===== config.mk =====
export PLATFORM = sky130hd
export DESIGN_NAME = cpu_core
export DESIGN_NICKNAME = d
export VERILOG_FILES = /design/src/hw/cpu_pkg.sv /design/src/hw/fetch_unit.sv /design/src/hw/decoder.sv /design/src/hw/regfile.sv /design/src/hw/execute.sv /design/src/hw/mem_access.sv /design/src/hw/cpu_core.sv
export SDC_FILE = /design/constraint.sdc
export NUM_CORES = 2
export LEC_CHECK = 0
export BUFFER_PORTS_ARGS = -buffer_cell sky130_fd_sc_hd__buf_2
export CAP_MARGIN = 20
export CELL_PAD_IN_SITES_DETAIL_PLACEMENT = 1
export CELL_PAD_IN_SITES_GLOBAL_PLACEMENT = 1
export CORE_AREA = 2 2 533 535
export DETAILED_ROUTE_END_ITERATION = 12
export DIE_AREA = 0 0 535 537
export PLACE_DENSITY_LB_ADDON = 0.1
export RECOVER_POWER = 25
export SLEW_MARGIN = 10
export SYNTH_ARGS = -nofsm -noshare
export SYNTH_HDL_FRONTEND = slang
export SYNTH_SLANG_ARGS = --single-unit

===== constraint.sdc =====
create_clock -name clk -period 5.7 [get_ports clk]
set_input_delay 1.14 -clock clk [delete_from_list [all_inputs] [get_ports clk]]
set_output_delay 1.14 -clock clk [all_outputs]
set_load 0.02 [all_outputs]

===== src/hw/cpu_pkg.sv =====
package cpu_pkg;

  typedef logic [31:0] word_t;
  typedef logic [4:0]  reg_idx_t;
  typedef logic [3:0]  byte_en_t;

  // first fetch address out of reset
  localparam word_t    RESET_PC = 32'hbfc00000;
  // jal writes its return address here
  localparam reg_idx_t LINK_REG = 5'd31;
  localparam int       NUM_REGS = 32;

  // primary opcode, inst[31:26]
  typedef enum logic [5:0] {
    OP_SPECIAL = 6'h00,
    OP_J       = 6'h02,
    OP_JAL     = 6'h03,
    OP_BEQ     = 6'h04,
    OP_BNE     = 6'h05,
    OP_ADDIU   = 6'h09,
    OP_ANDI    = 6'h0c,
    OP_ORI     = 6'h0d,
    OP_LUI     = 6'h0f,
    OP_LB      = 6'h20,
    OP_LW      = 6'h23,
    OP_LBU     = 6'h24,
    OP_SB      = 6'h28,
    OP_SW      = 6'h2b
  } opcode_e;

  // function field of SPECIAL, inst[5:0]
  typedef enum logic [5:0] {
    FN_SLL  = 6'h00,
    FN_ADDU = 6'h21,
    FN_SUBU = 6'h23,
    FN_AND  = 6'h24,
    FN_OR   = 6'h25,
    FN_XOR  = 6'h26,
    FN_SLT  = 6'h2a,
    FN_SLTU = 6'h2b
  } funct_e;

  typedef enum logic [3:0] {
    ALU_ADD, ALU_SUB, ALU_AND, ALU_OR, ALU_XOR,
    ALU_SLT, ALU_SLTU, ALU_SLL, ALU_LUI, ALU_LINK
  } alu_op_e;

  typedef enum logic [2:0] {
    MEM_NONE, MEM_LW, MEM_LB, MEM_LBU, MEM_SW, MEM_SB
  } mem_op_e;

endpackage


===== src/hw/fetch_unit.sv =====
`timescale 1ns/1ps

module fetch_unit (
  input  logic           clk,
  input  logic           arst_n_i,
  input  logic           bus_stall_i,
  input  logic           load_use_i,
  input  logic           branch_taken_i,
  input  cpu_pkg::word_t branch_target_i,
  input  cpu_pkg::word_t inst_sram_rdata_i,
  output logic           inst_sram_en_o,
  output cpu_pkg::word_t inst_sram_addr_o,
  output cpu_pkg::word_t id_pc_o,
  output cpu_pkg::word_t id_inst_o
);
  import cpu_pkg::*;

  word_t pc_q;
  logic  valid_q;
  logic  redir_q;
  word_t redir_pc_q;
  logic  hold;
  word_t fetch_pc;

  assign hold = bus_stall_i | load_use_i;

  // a held decode slot refetches its own address, so the sram data repeats
  always_comb begin
    if (hold && valid_q) begin
      fetch_pc = pc_q;
    end else if (redir_q) begin
      fetch_pc = redir_pc_q;
    end else begin
      fetch_pc = pc_q + 32'd4;
    end
  end

  always_ff @(posedge clk or negedge arst_n_i) begin
    if (!arst_n_i) begin
      pc_q    <= RESET_PC - 32'd4;
      valid_q <= 1'b0;
      redir_q <= 1'b0;
    end else if (!hold) begin
      pc_q    <= fetch_pc;
      valid_q <= 1'b1;
      redir_q <= branch_taken_i;
    end
  end

  // target is issued after the delay slot
  always_ff @(posedge clk) begin
    if (!hold) begin
      redir_pc_q <= branch_target_i;
    end
  end

  assign inst_sram_en_o   = 1'b1;
  assign inst_sram_addr_o = fetch_pc;
  assign id_pc_o          = pc_q;
  // all zero is sll $0, i.e. a nop
  assign id_inst_o        = valid_q ? inst_sram_rdata_i : '0;

endmodule


===== src/hw/decoder.sv =====
`timescale 1ns/1ps

module decoder (
  input  cpu_pkg::word_t    id_pc_i,
  input  cpu_pkg::word_t    id_inst_i,
  input  cpu_pkg::word_t    rs_data_i,
  input  cpu_pkg::word_t    rt_data_i,
  input  logic              ex_load_i,
  input  logic              mem_load_i,
  input  cpu_pkg::reg_idx_t ex_dest_i,
  input  cpu_pkg::reg_idx_t mem_dest_i,
  output cpu_pkg::reg_idx_t rs_addr_o,
  output cpu_pkg::reg_idx_t rt_addr_o,
  output cpu_pkg::alu_op_e  alu_op_o,
  output cpu_pkg::mem_op_e  mem_op_o,
  output cpu_pkg::word_t    op_a_o,
  output cpu_pkg::word_t    op_b_o,
  output cpu_pkg::word_t    store_data_o,
  output cpu_pkg::reg_idx_t dest_o,
  output logic              wreg_o,
  output logic              branch_taken_o,
  output cpu_pkg::word_t    branch_target_o,
  output logic              load_use_o
);
  import cpu_pkg::*;

  opcode_e  opcode;
  funct_e   funct;
  word_t    simm;
  word_t    zimm;
  word_t    pc_plus4;
  logic     reads_rs;
  logic     reads_rt;
  logic     branch;
  logic     wreg;
  logic     rs_hit;
  logic     rt_hit;

  assign opcode   = opcode_e'(id_inst_i[31:26]);
  assign funct    = funct_e'(id_inst_i[5:0]);
  assign simm     = {{16{id_inst_i[15]}}, id_inst_i[15:0]};
  assign zimm     = {16'h0000, id_inst_i[15:0]};
  assign pc_plus4 = id_pc_i + 32'd4;

  assign rs_addr_o    = id_inst_i[25:21];
  assign rt_addr_o    = id_inst_i[20:16];
  assign store_data_o = rt_data_i;

  always_comb begin
    alu_op_o        = ALU_ADD;
    mem_op_o        = MEM_NONE;
    op_a_o          = rs_data_i;
    op_b_o          = rt_data_i;
    dest_o          = id_inst_i[15:11];
    wreg            = 1'b0;
    reads_rs        = 1'b0;
    reads_rt        = 1'b0;
    branch          = 1'b0;
    branch_target_o = pc_plus4 + {simm[29:0], 2'b00};
    case (opcode)
      OP_SPECIAL: begin
        wreg     = 1'b1;
        reads_rs = 1'b1;
        reads_rt = 1'b1;
        case (funct)
          FN_ADDU: alu_op_o = ALU_ADD;
          FN_SUBU: alu_op_o = ALU_SUB;
          FN_AND:  alu_op_o = ALU_AND;
          FN_OR:   alu_op_o = ALU_OR;
          FN_XOR:  alu_op_o = ALU_XOR;
          FN_SLT:  alu_op_o = ALU_SLT;
          FN_SLTU: alu_op_o = ALU_SLTU;
          FN_SLL: begin
            alu_op_o = ALU_SLL;
            op_a_o   = {27'd0, id_inst_i[10:6]};
            reads_rs = 1'b0;
          end
          default: wreg = 1'b0;
        endcase
      end
      OP_ADDIU, OP_ANDI, OP_ORI, OP_LUI, OP_LW, OP_LB, OP_LBU: begin
        dest_o   = rt_addr_o;
        wreg     = 1'b1;
        reads_rs = (opcode != OP_LUI);
        op_b_o   = simm;
        case (opcode)
          OP_ANDI: begin
            alu_op_o = ALU_AND;
            op_b_o   = zimm;
          end
          OP_ORI: begin
            alu_op_o = ALU_OR;
            op_b_o   = zimm;
          end
          OP_LUI:  alu_op_o = ALU_LUI;
          OP_LW:   mem_op_o = MEM_LW;
          OP_LB:   mem_op_o = MEM_LB;
          OP_LBU:  mem_op_o = MEM_LBU;
          default: alu_op_o = ALU_ADD;
        endcase
      end
      OP_SW, OP_SB: begin
        op_b_o   = simm;
        reads_rs = 1'b1;
        reads_rt = 1'b1;
        mem_op_o = (opcode == OP_SW) ? MEM_SW : MEM_SB;
      end
      OP_BEQ, OP_BNE: begin
        reads_rs = 1'b1;
        reads_rt = 1'b1;
        branch   = (rs_data_i == rt_data_i) ^ (opcode == OP_BNE);
      end
      OP_J, OP_JAL: begin
        branch          = 1'b1;
        branch_target_o = {pc_plus4[31:28], id_inst_i[25:0], 2'b00};
        // link value skips the delay slot
        alu_op_o        = ALU_LINK;
        op_a_o          = id_pc_i + 32'd8;
        dest_o          = LINK_REG;
        wreg            = (opcode == OP_JAL);
      end
      default: wreg = 1'b0;
    endcase
  end

  // writes to $0 are dropped here
  assign wreg_o = wreg && (dest_o != '0);

  // load results are not forwardable before writeback
  assign rs_hit = (ex_load_i && ex_dest_i == rs_addr_o) || (mem_load_i && mem_dest_i == rs_addr_o);
  assign rt_hit = (ex_load_i && ex_dest_i == rt_addr_o) || (mem_load_i && mem_dest_i == rt_addr_o);

  assign load_use_o     = (reads_rs && rs_hit) || (reads_rt && rt_hit);
  assign branch_taken_o = branch && !load_use_o;

endmodule


===== src/hw/regfile.sv =====
`timescale 1ns/1ps

module regfile (
  input  logic              clk,
  input  logic              arst_n_i,
  input  cpu_pkg::reg_idx_t rs_addr_i,
  input  cpu_pkg::reg_idx_t rt_addr_i,
  output cpu_pkg::word_t    rs_data_o,
  output cpu_pkg::word_t    rt_data_o,
  input  logic              ex_we_i,
  input  logic              mem_we_i,
  input  logic              wb_we_i,
  input  cpu_pkg::reg_idx_t ex_dest_i,
  input  cpu_pkg::reg_idx_t mem_dest_i,
  input  cpu_pkg::reg_idx_t wb_dest_i,
  input  cpu_pkg::word_t    ex_data_i,
  input  cpu_pkg::word_t    mem_data_i,
  input  cpu_pkg::word_t    wb_data_i
);
  import cpu_pkg::*;

  // $0 has no storage
  word_t regs [1:NUM_REGS-1];

  // youngest producer wins
  function automatic word_t read_port(input reg_idx_t addr);
    if (addr == '0) begin
      return '0;
    end else if (ex_we_i && ex_dest_i == addr) begin
      return ex_data_i;
    end else if (mem_we_i && mem_dest_i == addr) begin
      return mem_data_i;
    end else if (wb_we_i && wb_dest_i == addr) begin
      return wb_data_i;
    end
    return regs[addr];
  endfunction

  always_ff @(posedge clk or negedge arst_n_i) begin
    if (!arst_n_i) begin
      for (int i = 1; i < NUM_REGS; i++) begin
        regs[i] <= '0;
      end
    end else if (wb_we_i && wb_dest_i != '0) begin
      regs[wb_dest_i] <= wb_data_i;
    end
  end

  always_comb begin
    rs_data_o = read_port(rs_addr_i);
    rt_data_o = read_port(rt_addr_i);
  end

endmodule


===== src/hw/execute.sv =====
`timescale 1ns/1ps

module execute (
  input  logic              clk,
  input  logic              arst_n_i,
  input  logic              bus_stall_i,
  input  logic              load_use_i,
  input  cpu_pkg::alu_op_e  alu_op_i,
  input  cpu_pkg::mem_op_e  mem_op_i,
  input  cpu_pkg::word_t    op_a_i,
  input  cpu_pkg::word_t    op_b_i,
  input  cpu_pkg::word_t    store_data_i,
  input  cpu_pkg::reg_idx_t dest_i,
  input  logic              wreg_i,
  input  cpu_pkg::word_t    pc_i,
  output logic              ex_wreg_o,
  output cpu_pkg::reg_idx_t ex_dest_o,
  output cpu_pkg::word_t    ex_result_o,
  output cpu_pkg::mem_op_e  ex_mem_op_o,
  output cpu_pkg::word_t    ex_store_data_o,
  output cpu_pkg::word_t    ex_pc_o,
  output logic              ex_load_o
);
  import cpu_pkg::*;

  alu_op_e alu_op_q;
  word_t   op_a_q;
  word_t   op_b_q;

  // interlocked instruction stays in decode, a bubble moves on
  always_ff @(posedge clk or negedge arst_n_i) begin
    if (!arst_n_i) begin
      ex_wreg_o   <= 1'b0;
      ex_mem_op_o <= MEM_NONE;
    end else if (!bus_stall_i) begin
      ex_wreg_o   <= wreg_i && !load_use_i;
      ex_mem_op_o <= load_use_i ? MEM_NONE : mem_op_i;
    end
  end

  always_ff @(posedge clk) begin
    if (!bus_stall_i) begin
      alu_op_q        <= alu_op_i;
      op_a_q          <= op_a_i;
      op_b_q          <= op_b_i;
      ex_store_data_o <= store_data_i;
      ex_dest_o       <= dest_i;
      ex_pc_o         <= pc_i;
    end
  end

  always_comb begin
    case (alu_op_q)
      ALU_ADD:  ex_result_o = op_a_q + op_b_q;
      ALU_SUB:  ex_result_o = op_a_q - op_b_q;
      ALU_AND:  ex_result_o = op_a_q & op_b_q;
      ALU_OR:   ex_result_o = op_a_q | op_b_q;
      ALU_XOR:  ex_result_o = op_a_q ^ op_b_q;
      ALU_SLT:  ex_result_o = {31'd0, $signed(op_a_q) < $signed(op_b_q)};
      ALU_SLTU: ex_result_o = {31'd0, op_a_q < op_b_q};
      ALU_SLL:  ex_result_o = op_b_q << op_a_q[4:0];
      ALU_LUI:  ex_result_o = {op_b_q[15:0], 16'h0000};
      ALU_LINK: ex_result_o = op_a_q;
      default:  ex_result_o = '0;
    endcase
  end

  assign ex_load_o = ex_wreg_o && (ex_mem_op_o inside {MEM_LW, MEM_LB, MEM_LBU});

endmodule


===== src/hw/mem_access.sv =====
`timescale 1ns/1ps

module mem_access (
  input  logic              clk,
  input  logic              arst_n_i,
  input  logic              bus_stall_i,
  input  logic              ex_wreg_i,
  input  cpu_pkg::reg_idx_t ex_dest_i,
  input  cpu_pkg::word_t    ex_result_i,
  input  cpu_pkg::mem_op_e  ex_mem_op_i,
  input  cpu_pkg::word_t    ex_store_data_i,
  input  cpu_pkg::word_t    ex_pc_i,
  input  logic              ex_load_i,
  output logic              data_sram_en_o,
  output cpu_pkg::byte_en_t data_sram_wen_o,
  output cpu_pkg::word_t    data_sram_addr_o,
  output cpu_pkg::word_t    data_sram_wdata_o,
  input  cpu_pkg::word_t    data_sram_rdata_i,
  output logic              mem_we_o,
  output cpu_pkg::reg_idx_t mem_dest_o,
  output cpu_pkg::word_t    mem_data_o,
  output logic              mem_load_o,
  output logic              wb_we_o,
  output cpu_pkg::reg_idx_t wb_dest_o,
  output cpu_pkg::word_t    wb_data_o,
  output cpu_pkg::word_t    wb_pc_o
);
  import cpu_pkg::*;

  logic    m_wreg_q;
  mem_op_e m_mem_op_q;
  word_t   m_store_q;
  word_t   m_pc_q;
  mem_op_e w_mem_op_q;
  word_t   w_result_q;
  logic    stall_q;
  word_t   rdata_q;
  word_t   rdata;
  logic [7:0] lane_byte;

  always_ff @(posedge clk or negedge arst_n_i) begin
    if (!arst_n_i) begin
      m_wreg_q   <= 1'b0;
      mem_load_o <= 1'b0;
      m_mem_op_q <= MEM_NONE;
      wb_we_o    <= 1'b0;
      w_mem_op_q <= MEM_NONE;
      stall_q    <= 1'b0;
    end else begin
      stall_q <= bus_stall_i;
      if (!bus_stall_i) begin
        m_wreg_q   <= ex_wreg_i;
        mem_load_o <= ex_load_i;
        m_mem_op_q <= ex_mem_op_i;
        wb_we_o    <= m_wreg_q;
        w_mem_op_q <= m_mem_op_q;
      end
    end
  end

  always_ff @(posedge clk) begin
    if (!bus_stall_i) begin
      mem_dest_o <= ex_dest_i;
      mem_data_o <= ex_result_i;
      m_store_q  <= ex_store_data_i;
      m_pc_q     <= ex_pc_i;
      wb_dest_o  <= mem_dest_o;
      w_result_q <= mem_data_o;
      wb_pc_o    <= m_pc_q;
    end
    // the sram answers the memory stage during a freeze, keep the first reply
    if (!stall_q) begin
      rdata_q <= data_sram_rdata_i;
    end
  end

  // address still sits in the forwarding data while a load is in memory
  assign mem_we_o = m_wreg_q && !mem_load_o;

  assign data_sram_en_o   = (m_mem_op_q != MEM_NONE);
  assign data_sram_addr_o = mem_data_o;

  always_comb begin
    data_sram_wen_o   = 4'b0000;
    data_sram_wdata_o = m_store_q;
    case (m_mem_op_q)
      MEM_SW: data_sram_wen_o = 4'b1111;
      MEM_SB: begin
        data_sram_wen_o   = 4'b0001 << mem_data_o[1:0];
        data_sram_wdata_o = {4{m_store_q[7:0]}};
      end
      default: data_sram_wen_o = 4'b0000;
    endcase
  end

  assign rdata     = stall_q ? rdata_q : data_sram_rdata_i;
  assign lane_byte = rdata[8*w_result_q[1:0] +: 8];

  always_comb begin
    case (w_mem_op_q)
      MEM_LW:  wb_data_o = rdata;
      MEM_LB:  wb_data_o = {{24{lane_byte[7]}}, lane_byte};
      MEM_LBU: wb_data_o = {24'd0, lane_byte};
      default: wb_data_o = w_result_q;
    endcase
  end

endmodule


===== src/hw/cpu_core.sv =====
`timescale 1ns/1ps

module cpu_core (
  input  logic              clk,
  input  logic              arst_n_i,
  input  logic              bus_stall_i,
  output logic              inst_sram_en_o,
  output cpu_pkg::word_t    inst_sram_addr_o,
  input  cpu_pkg::word_t    inst_sram_rdata_i,
  output logic              data_sram_en_o,
  output cpu_pkg::byte_en_t data_sram_wen_o,
  output cpu_pkg::word_t    data_sram_addr_o,
  output cpu_pkg::word_t    data_sram_wdata_o,
  input  cpu_pkg::word_t    data_sram_rdata_i,
  output cpu_pkg::word_t    debug_wb_pc_o,
  output cpu_pkg::byte_en_t debug_wb_rf_wen_o,
  output cpu_pkg::reg_idx_t debug_wb_rf_wnum_o,
  output cpu_pkg::word_t    debug_wb_rf_wdata_o
);
  import cpu_pkg::*;

  // fetch and decode
  word_t    id_pc, id_inst, branch_target;
  logic     branch_taken, load_use;
  reg_idx_t rs_addr, rt_addr;
  word_t    rs_data, rt_data;
  alu_op_e  id_alu_op;
  mem_op_e  id_mem_op;
  word_t    id_op_a, id_op_b, id_store_data;
  reg_idx_t id_dest;
  logic     id_wreg;

  // execute, memory, writeback
  logic     ex_wreg, ex_load, mem_we, mem_load, wb_we;
  reg_idx_t ex_dest, mem_dest, wb_dest;
  word_t    ex_result, ex_store_data, ex_pc, mem_data, wb_data;
  mem_op_e  ex_mem_op;

  fetch_unit u_fetch_unit (
    .clk(clk), .arst_n_i(arst_n_i), .bus_stall_i(bus_stall_i), .load_use_i(load_use),
    .branch_taken_i(branch_taken), .branch_target_i(branch_target),
    .inst_sram_rdata_i(inst_sram_rdata_i), .inst_sram_en_o(inst_sram_en_o),
    .inst_sram_addr_o(inst_sram_addr_o), .id_pc_o(id_pc), .id_inst_o(id_inst)
  );

  decoder u_decoder (
    .id_pc_i(id_pc), .id_inst_i(id_inst), .rs_data_i(rs_data), .rt_data_i(rt_data),
    .ex_load_i(ex_load), .mem_load_i(mem_load), .ex_dest_i(ex_dest), .mem_dest_i(mem_dest),
    .rs_addr_o(rs_addr), .rt_addr_o(rt_addr), .alu_op_o(id_alu_op), .mem_op_o(id_mem_op),
    .op_a_o(id_op_a), .op_b_o(id_op_b), .store_data_o(id_store_data),
    .dest_o(id_dest), .wreg_o(id_wreg), .branch_taken_o(branch_taken),
    .branch_target_o(branch_target), .load_use_o(load_use)
  );

  regfile u_regfile (
    .clk(clk), .arst_n_i(arst_n_i),
    .rs_addr_i(rs_addr), .rt_addr_i(rt_addr), .rs_data_o(rs_data), .rt_data_o(rt_data),
    .ex_we_i(ex_wreg), .mem_we_i(mem_we), .wb_we_i(wb_we),
    .ex_dest_i(ex_dest), .mem_dest_i(mem_dest), .wb_dest_i(wb_dest),
    .ex_data_i(ex_result), .mem_data_i(mem_data), .wb_data_i(wb_data)
  );

  execute u_execute (
    .clk(clk), .arst_n_i(arst_n_i), .bus_stall_i(bus_stall_i), .load_use_i(load_use),
    .alu_op_i(id_alu_op), .mem_op_i(id_mem_op), .op_a_i(id_op_a), .op_b_i(id_op_b),
    .store_data_i(id_store_data), .dest_i(id_dest), .wreg_i(id_wreg), .pc_i(id_pc),
    .ex_wreg_o(ex_wreg), .ex_dest_o(ex_dest), .ex_result_o(ex_result),
    .ex_mem_op_o(ex_mem_op), .ex_store_data_o(ex_store_data), .ex_pc_o(ex_pc),
    .ex_load_o(ex_load)
  );

  mem_access u_mem_access (
    .clk(clk), .arst_n_i(arst_n_i), .bus_stall_i(bus_stall_i),
    .ex_wreg_i(ex_wreg), .ex_dest_i(ex_dest), .ex_result_i(ex_result),
    .ex_mem_op_i(ex_mem_op), .ex_store_data_i(ex_store_data), .ex_pc_i(ex_pc),
    .ex_load_i(ex_load), .data_sram_en_o(data_sram_en_o), .data_sram_wen_o(data_sram_wen_o),
    .data_sram_addr_o(data_sram_addr_o), .data_sram_wdata_o(data_sram_wdata_o),
    .data_sram_rdata_i(data_sram_rdata_i),
    .mem_we_o(mem_we), .mem_dest_o(mem_dest), .mem_data_o(mem_data), .mem_load_o(mem_load),
    .wb_we_o(wb_we), .wb_dest_o(wb_dest), .wb_data_o(wb_data), .wb_pc_o(debug_wb_pc_o)
  );

  // trace shows the retiring register write
  assign debug_wb_rf_wen_o   = {4{wb_we}};
  assign debug_wb_rf_wnum_o  = wb_dest;
  assign debug_wb_rf_wdata_o = wb_data;

endmodule


==> metrics.yaml <==
outcome: "complete, but fails checks"
violations: "max-capacitance violations, max-slew violations, negative setup slack"
setup_ws_ps: -128
cp_num_buf_inv: 2
ys_ff_latch: 1411
crit_fanout: 41
grt_start_max_net_pins: 137
place_ws_ps: -659
yosysSeqAreaShare_pct: 43.9
period_share_pct: 102
placement.cell_area_mm2: 0.0937
synth_area_per_cell_um2: 9.16
cts_buffer_depth: 4
drive_above_1_share_pct: 20.1
critPathRequiredTime_ps: 6450
antenna_left: 0
finalPower_mw: 37.2
synthTopCellsByArea: "dfrtp_1, edfxtp_1, o21ai_0, nand2_1, mux2_2"
netlist_area_mm2: 0.0840
max_freq_ghz: 0.172
drc: 0
ctsHoldBuffers: 0
grt_pass1_wl_mm: 681
rsz0062_at_grt: "no"
ys.flop_type: "dfrtp_1"
path_clk_slew_ps: 60
p_int_mw: 23.3
htree_levels: 4
root_buffer: "clkbuf_16"
core_mm2: 0.281
critPathLaunchType: "register"
die_area_mm2: 0.287
cts.sinks: 1411
p_per_area_mw_per_mm2: 373
largest_reg_flops: 992
die_h_um: 537
power.switching_mw: 13.8
cts_buffers: 182
comb_power_share_pct: 29.0
num_vias: 79700
viasPerCell: 5.94
fin_util_pct: 35.4
synth.top_cell.area_share_pct: 30.1
grt_usage_pct: 33.7
cpMaxStageDelayCell: "a2111oi_0"
p_seq_share_pct: 38.9
drt_first_pass_iters: 6
synth_common_cells: "nand2_1, o21ai_0, dfrtp_1, clkbuf_1, a21oi_1"
wl_per_cell_um: 37.0
p_sw_share_pct: 37.2
top_register: "u_regfile.regs"
path_class: "register to register"
design_area_mm2: 0.0996
wl_mm: 496
finalSetupViolCount: 1
synth.most_common_cell: "nand2_1"
drt_iter0_markers: 7443
synthesis.nets: 9373
grt_pass1_vias: 80700
cap_violations: 8
cp_data_arrival_time_ps: 6580
io_pins: 242
critical_path.max_stage_delay_ps: 1450
place.gp.congestion: 0.964
rows: 195
syn_to_final_growth_pct: 18.5
maxSlewHeadroom_pct: -89.1
finalMaxSlewViolations: 603
worstPathCellList: "buf_12 -> nand2_4 -> a2111oi_0 -> o22ai_1 -> a21oi_1 -> nor3_1 -> buf_4 -> o21ai_0 -> o211a_1 -> a211oi_1 -> a2111o_1 -> a2111oi_2 -> nand4_1 -> nor2_1 -> mux2i_1 -> nand2_1"
nets: 9708
synthCells: 9173
overflow: 0
port_buffers: 240
yosysUniqueCellTypes: 113
dp_hpwl_mm: 350
layout.cells.non_filler: 13400
antenna_found_initial: 52
fin_worst_skew_ps: 76.6
synthArstFlopShare_pct: 73.7
tightest_slew_ps: 2840
yosysTopAreaCell: "dfrtp_1"
crit_family: "compound AO/OA/AOI/OAI gates"
clk_latency_ps: 900
crit_path_end_kind: "register"
hold_violations: 0
fin_crit_ps: 5830
cts_tree: "yes"
dieWidth_um: 535
start_util_pct: 29.9
p_leak_nw: 42.5
pwr-share-clk_pct: 32.2
ir_drop_mv: 0.218
synth-edff-count: 339
yosys_warnings: 0
placed_cells: 13100
hold_path.class: "register to register"
-- kinds of logic after synthesis --
| kind of cell | count (synthesis) | share of synthesized area (%) |
|---|---|---|
| other | 1 | 0.00446 |
| AO/OA/AOI/OAI | 2954 | 22.0 |
| adder cells (fa/ha/maj) | 133 | 2.01 |
| AND/OR/NAND/NOR | 2764 | 14.5 |
| XOR/XNOR | 121 | 1.26 |
| flip-flops | 1411 | 43.9 |
| buffers and inverters | 1031 | 5.11 |
| multiplexers | 758 | 11.3 |
-- routing by layer --
metal / up-vias / wire [um] / track usage [%]
li1: 34100 / - / -
met1: 41400 / 205000 / 42.8
met2: 3171 / 228000 / 54.7
met3: 973 / 32200 / 5.92
met4: 30 / 30800 / 18.1
met5: - / 217 / 0
-- layout by cell type, fill, tap and decap left out, types with 47 or more instances in the layout --
master,synthesis,layout
a211oi_1,158,156
a21oi_1,502,500
a221o_1,49,49
a221oi_1,120,119
a22oi_1,99,99
a311oi_1,53,53
a31oi_1,59,57
and2_1,53,47
buf_12,1,72
buf_2,185,233
buf_4,39,652
clkbuf_1,545,52
clkbuf_16,0,186
dfrtp_1,1012,1010
edfxtp_1,339,339
ha_1,130,130
inv_1,192,189
mux2_2,401,390
mux2i_1,245,245
mux4_2,112,112
nand2_1,1672,1639
nand3_1,121,115
nand4_1,49,49
nor2_1,350,337
nor2b_1,117,114
nor3_1,111,108
nor4_1,50,49
o211ai_1,78,78
o21ai_0,1314,1312
o221ai_1,59,55
xnor2_1,79,79
-- stage by stage --
stage | TNS [ps] | hold WS [ps]
floorplan | -111800 | 400
global placement | -1400 | 400
detailed placement | -1050 | 405
CTS | 0 | 331
global route | 0 | 407
finish | -128 | 388
-- power groups by stage --
stage / Combinational (mW) / Clock [mW] / Sequential [mW]
after CTS: 10.7 / 12.2 / 14.4
after detailed placement: 10.6 / 0 / 14.6
final: 10.8 / 12.0 / 14.4
after global routing: 11.6 / 12.5 / 14.6
after global placement: 10.5 / 0 / 14.5
after floorplan: 6.16 / 0 / 13.8
-- final cells by class --
type / instances / area, um^2
Sequential cell: 1411 / 36900
Timing Repair Buffer: 988 / 7700
Antenna cell: 21 / 52.6
Clock buffer: 248 / 5160
Clock inverter: 81 / 820
Tap cell: 3743 / 4680
Inverter: 194 / 733
Fill cell: 31800 / 182000
Multi-Input combinational cell: 6731 / 43600
-- what timing repair did --
item	4_1_cts	5_1_grt
buffers inserted	0	0
gates resized for setup	0	5
endpoints found under the setup margin	0	22
-- path summary, 6_finish.rpt --
path / slack, ps / to / from / cells after the start
max: -130 / u_fetch_unit.redir_q$_DFFE_PN0P_ / u_fetch_unit.valid_q$_DFFE_PN0P_ / 16
min reg2reg: 390 / u_mem_access.m_store_q[21]$_DFFE_PN_ / u_execute.ex_store_data_o[21]$_DFFE_PN_ / 0
min in group asynchronous: 1160 / u_regfile.regs[104]$_DFFE_PN0P_ / arst_n_i / 1
max in group asynchronous: 620 / u_regfile.regs[828]$_DFFE_PN0P_ / arst_n_i / 2
max reg2reg: -130 / u_fetch_unit.redir_q$_DFFE_PN0P_ / u_fetch_unit.valid_q$_DFFE_PN0P_ / 16
min: 390 / u_mem_access.m_store_q[21]$_DFFE_PN_ / u_execute.ex_store_data_o[21]$_DFFE_PN_ / 0
No activity file was read; power rests on OpenSTA's default activity.
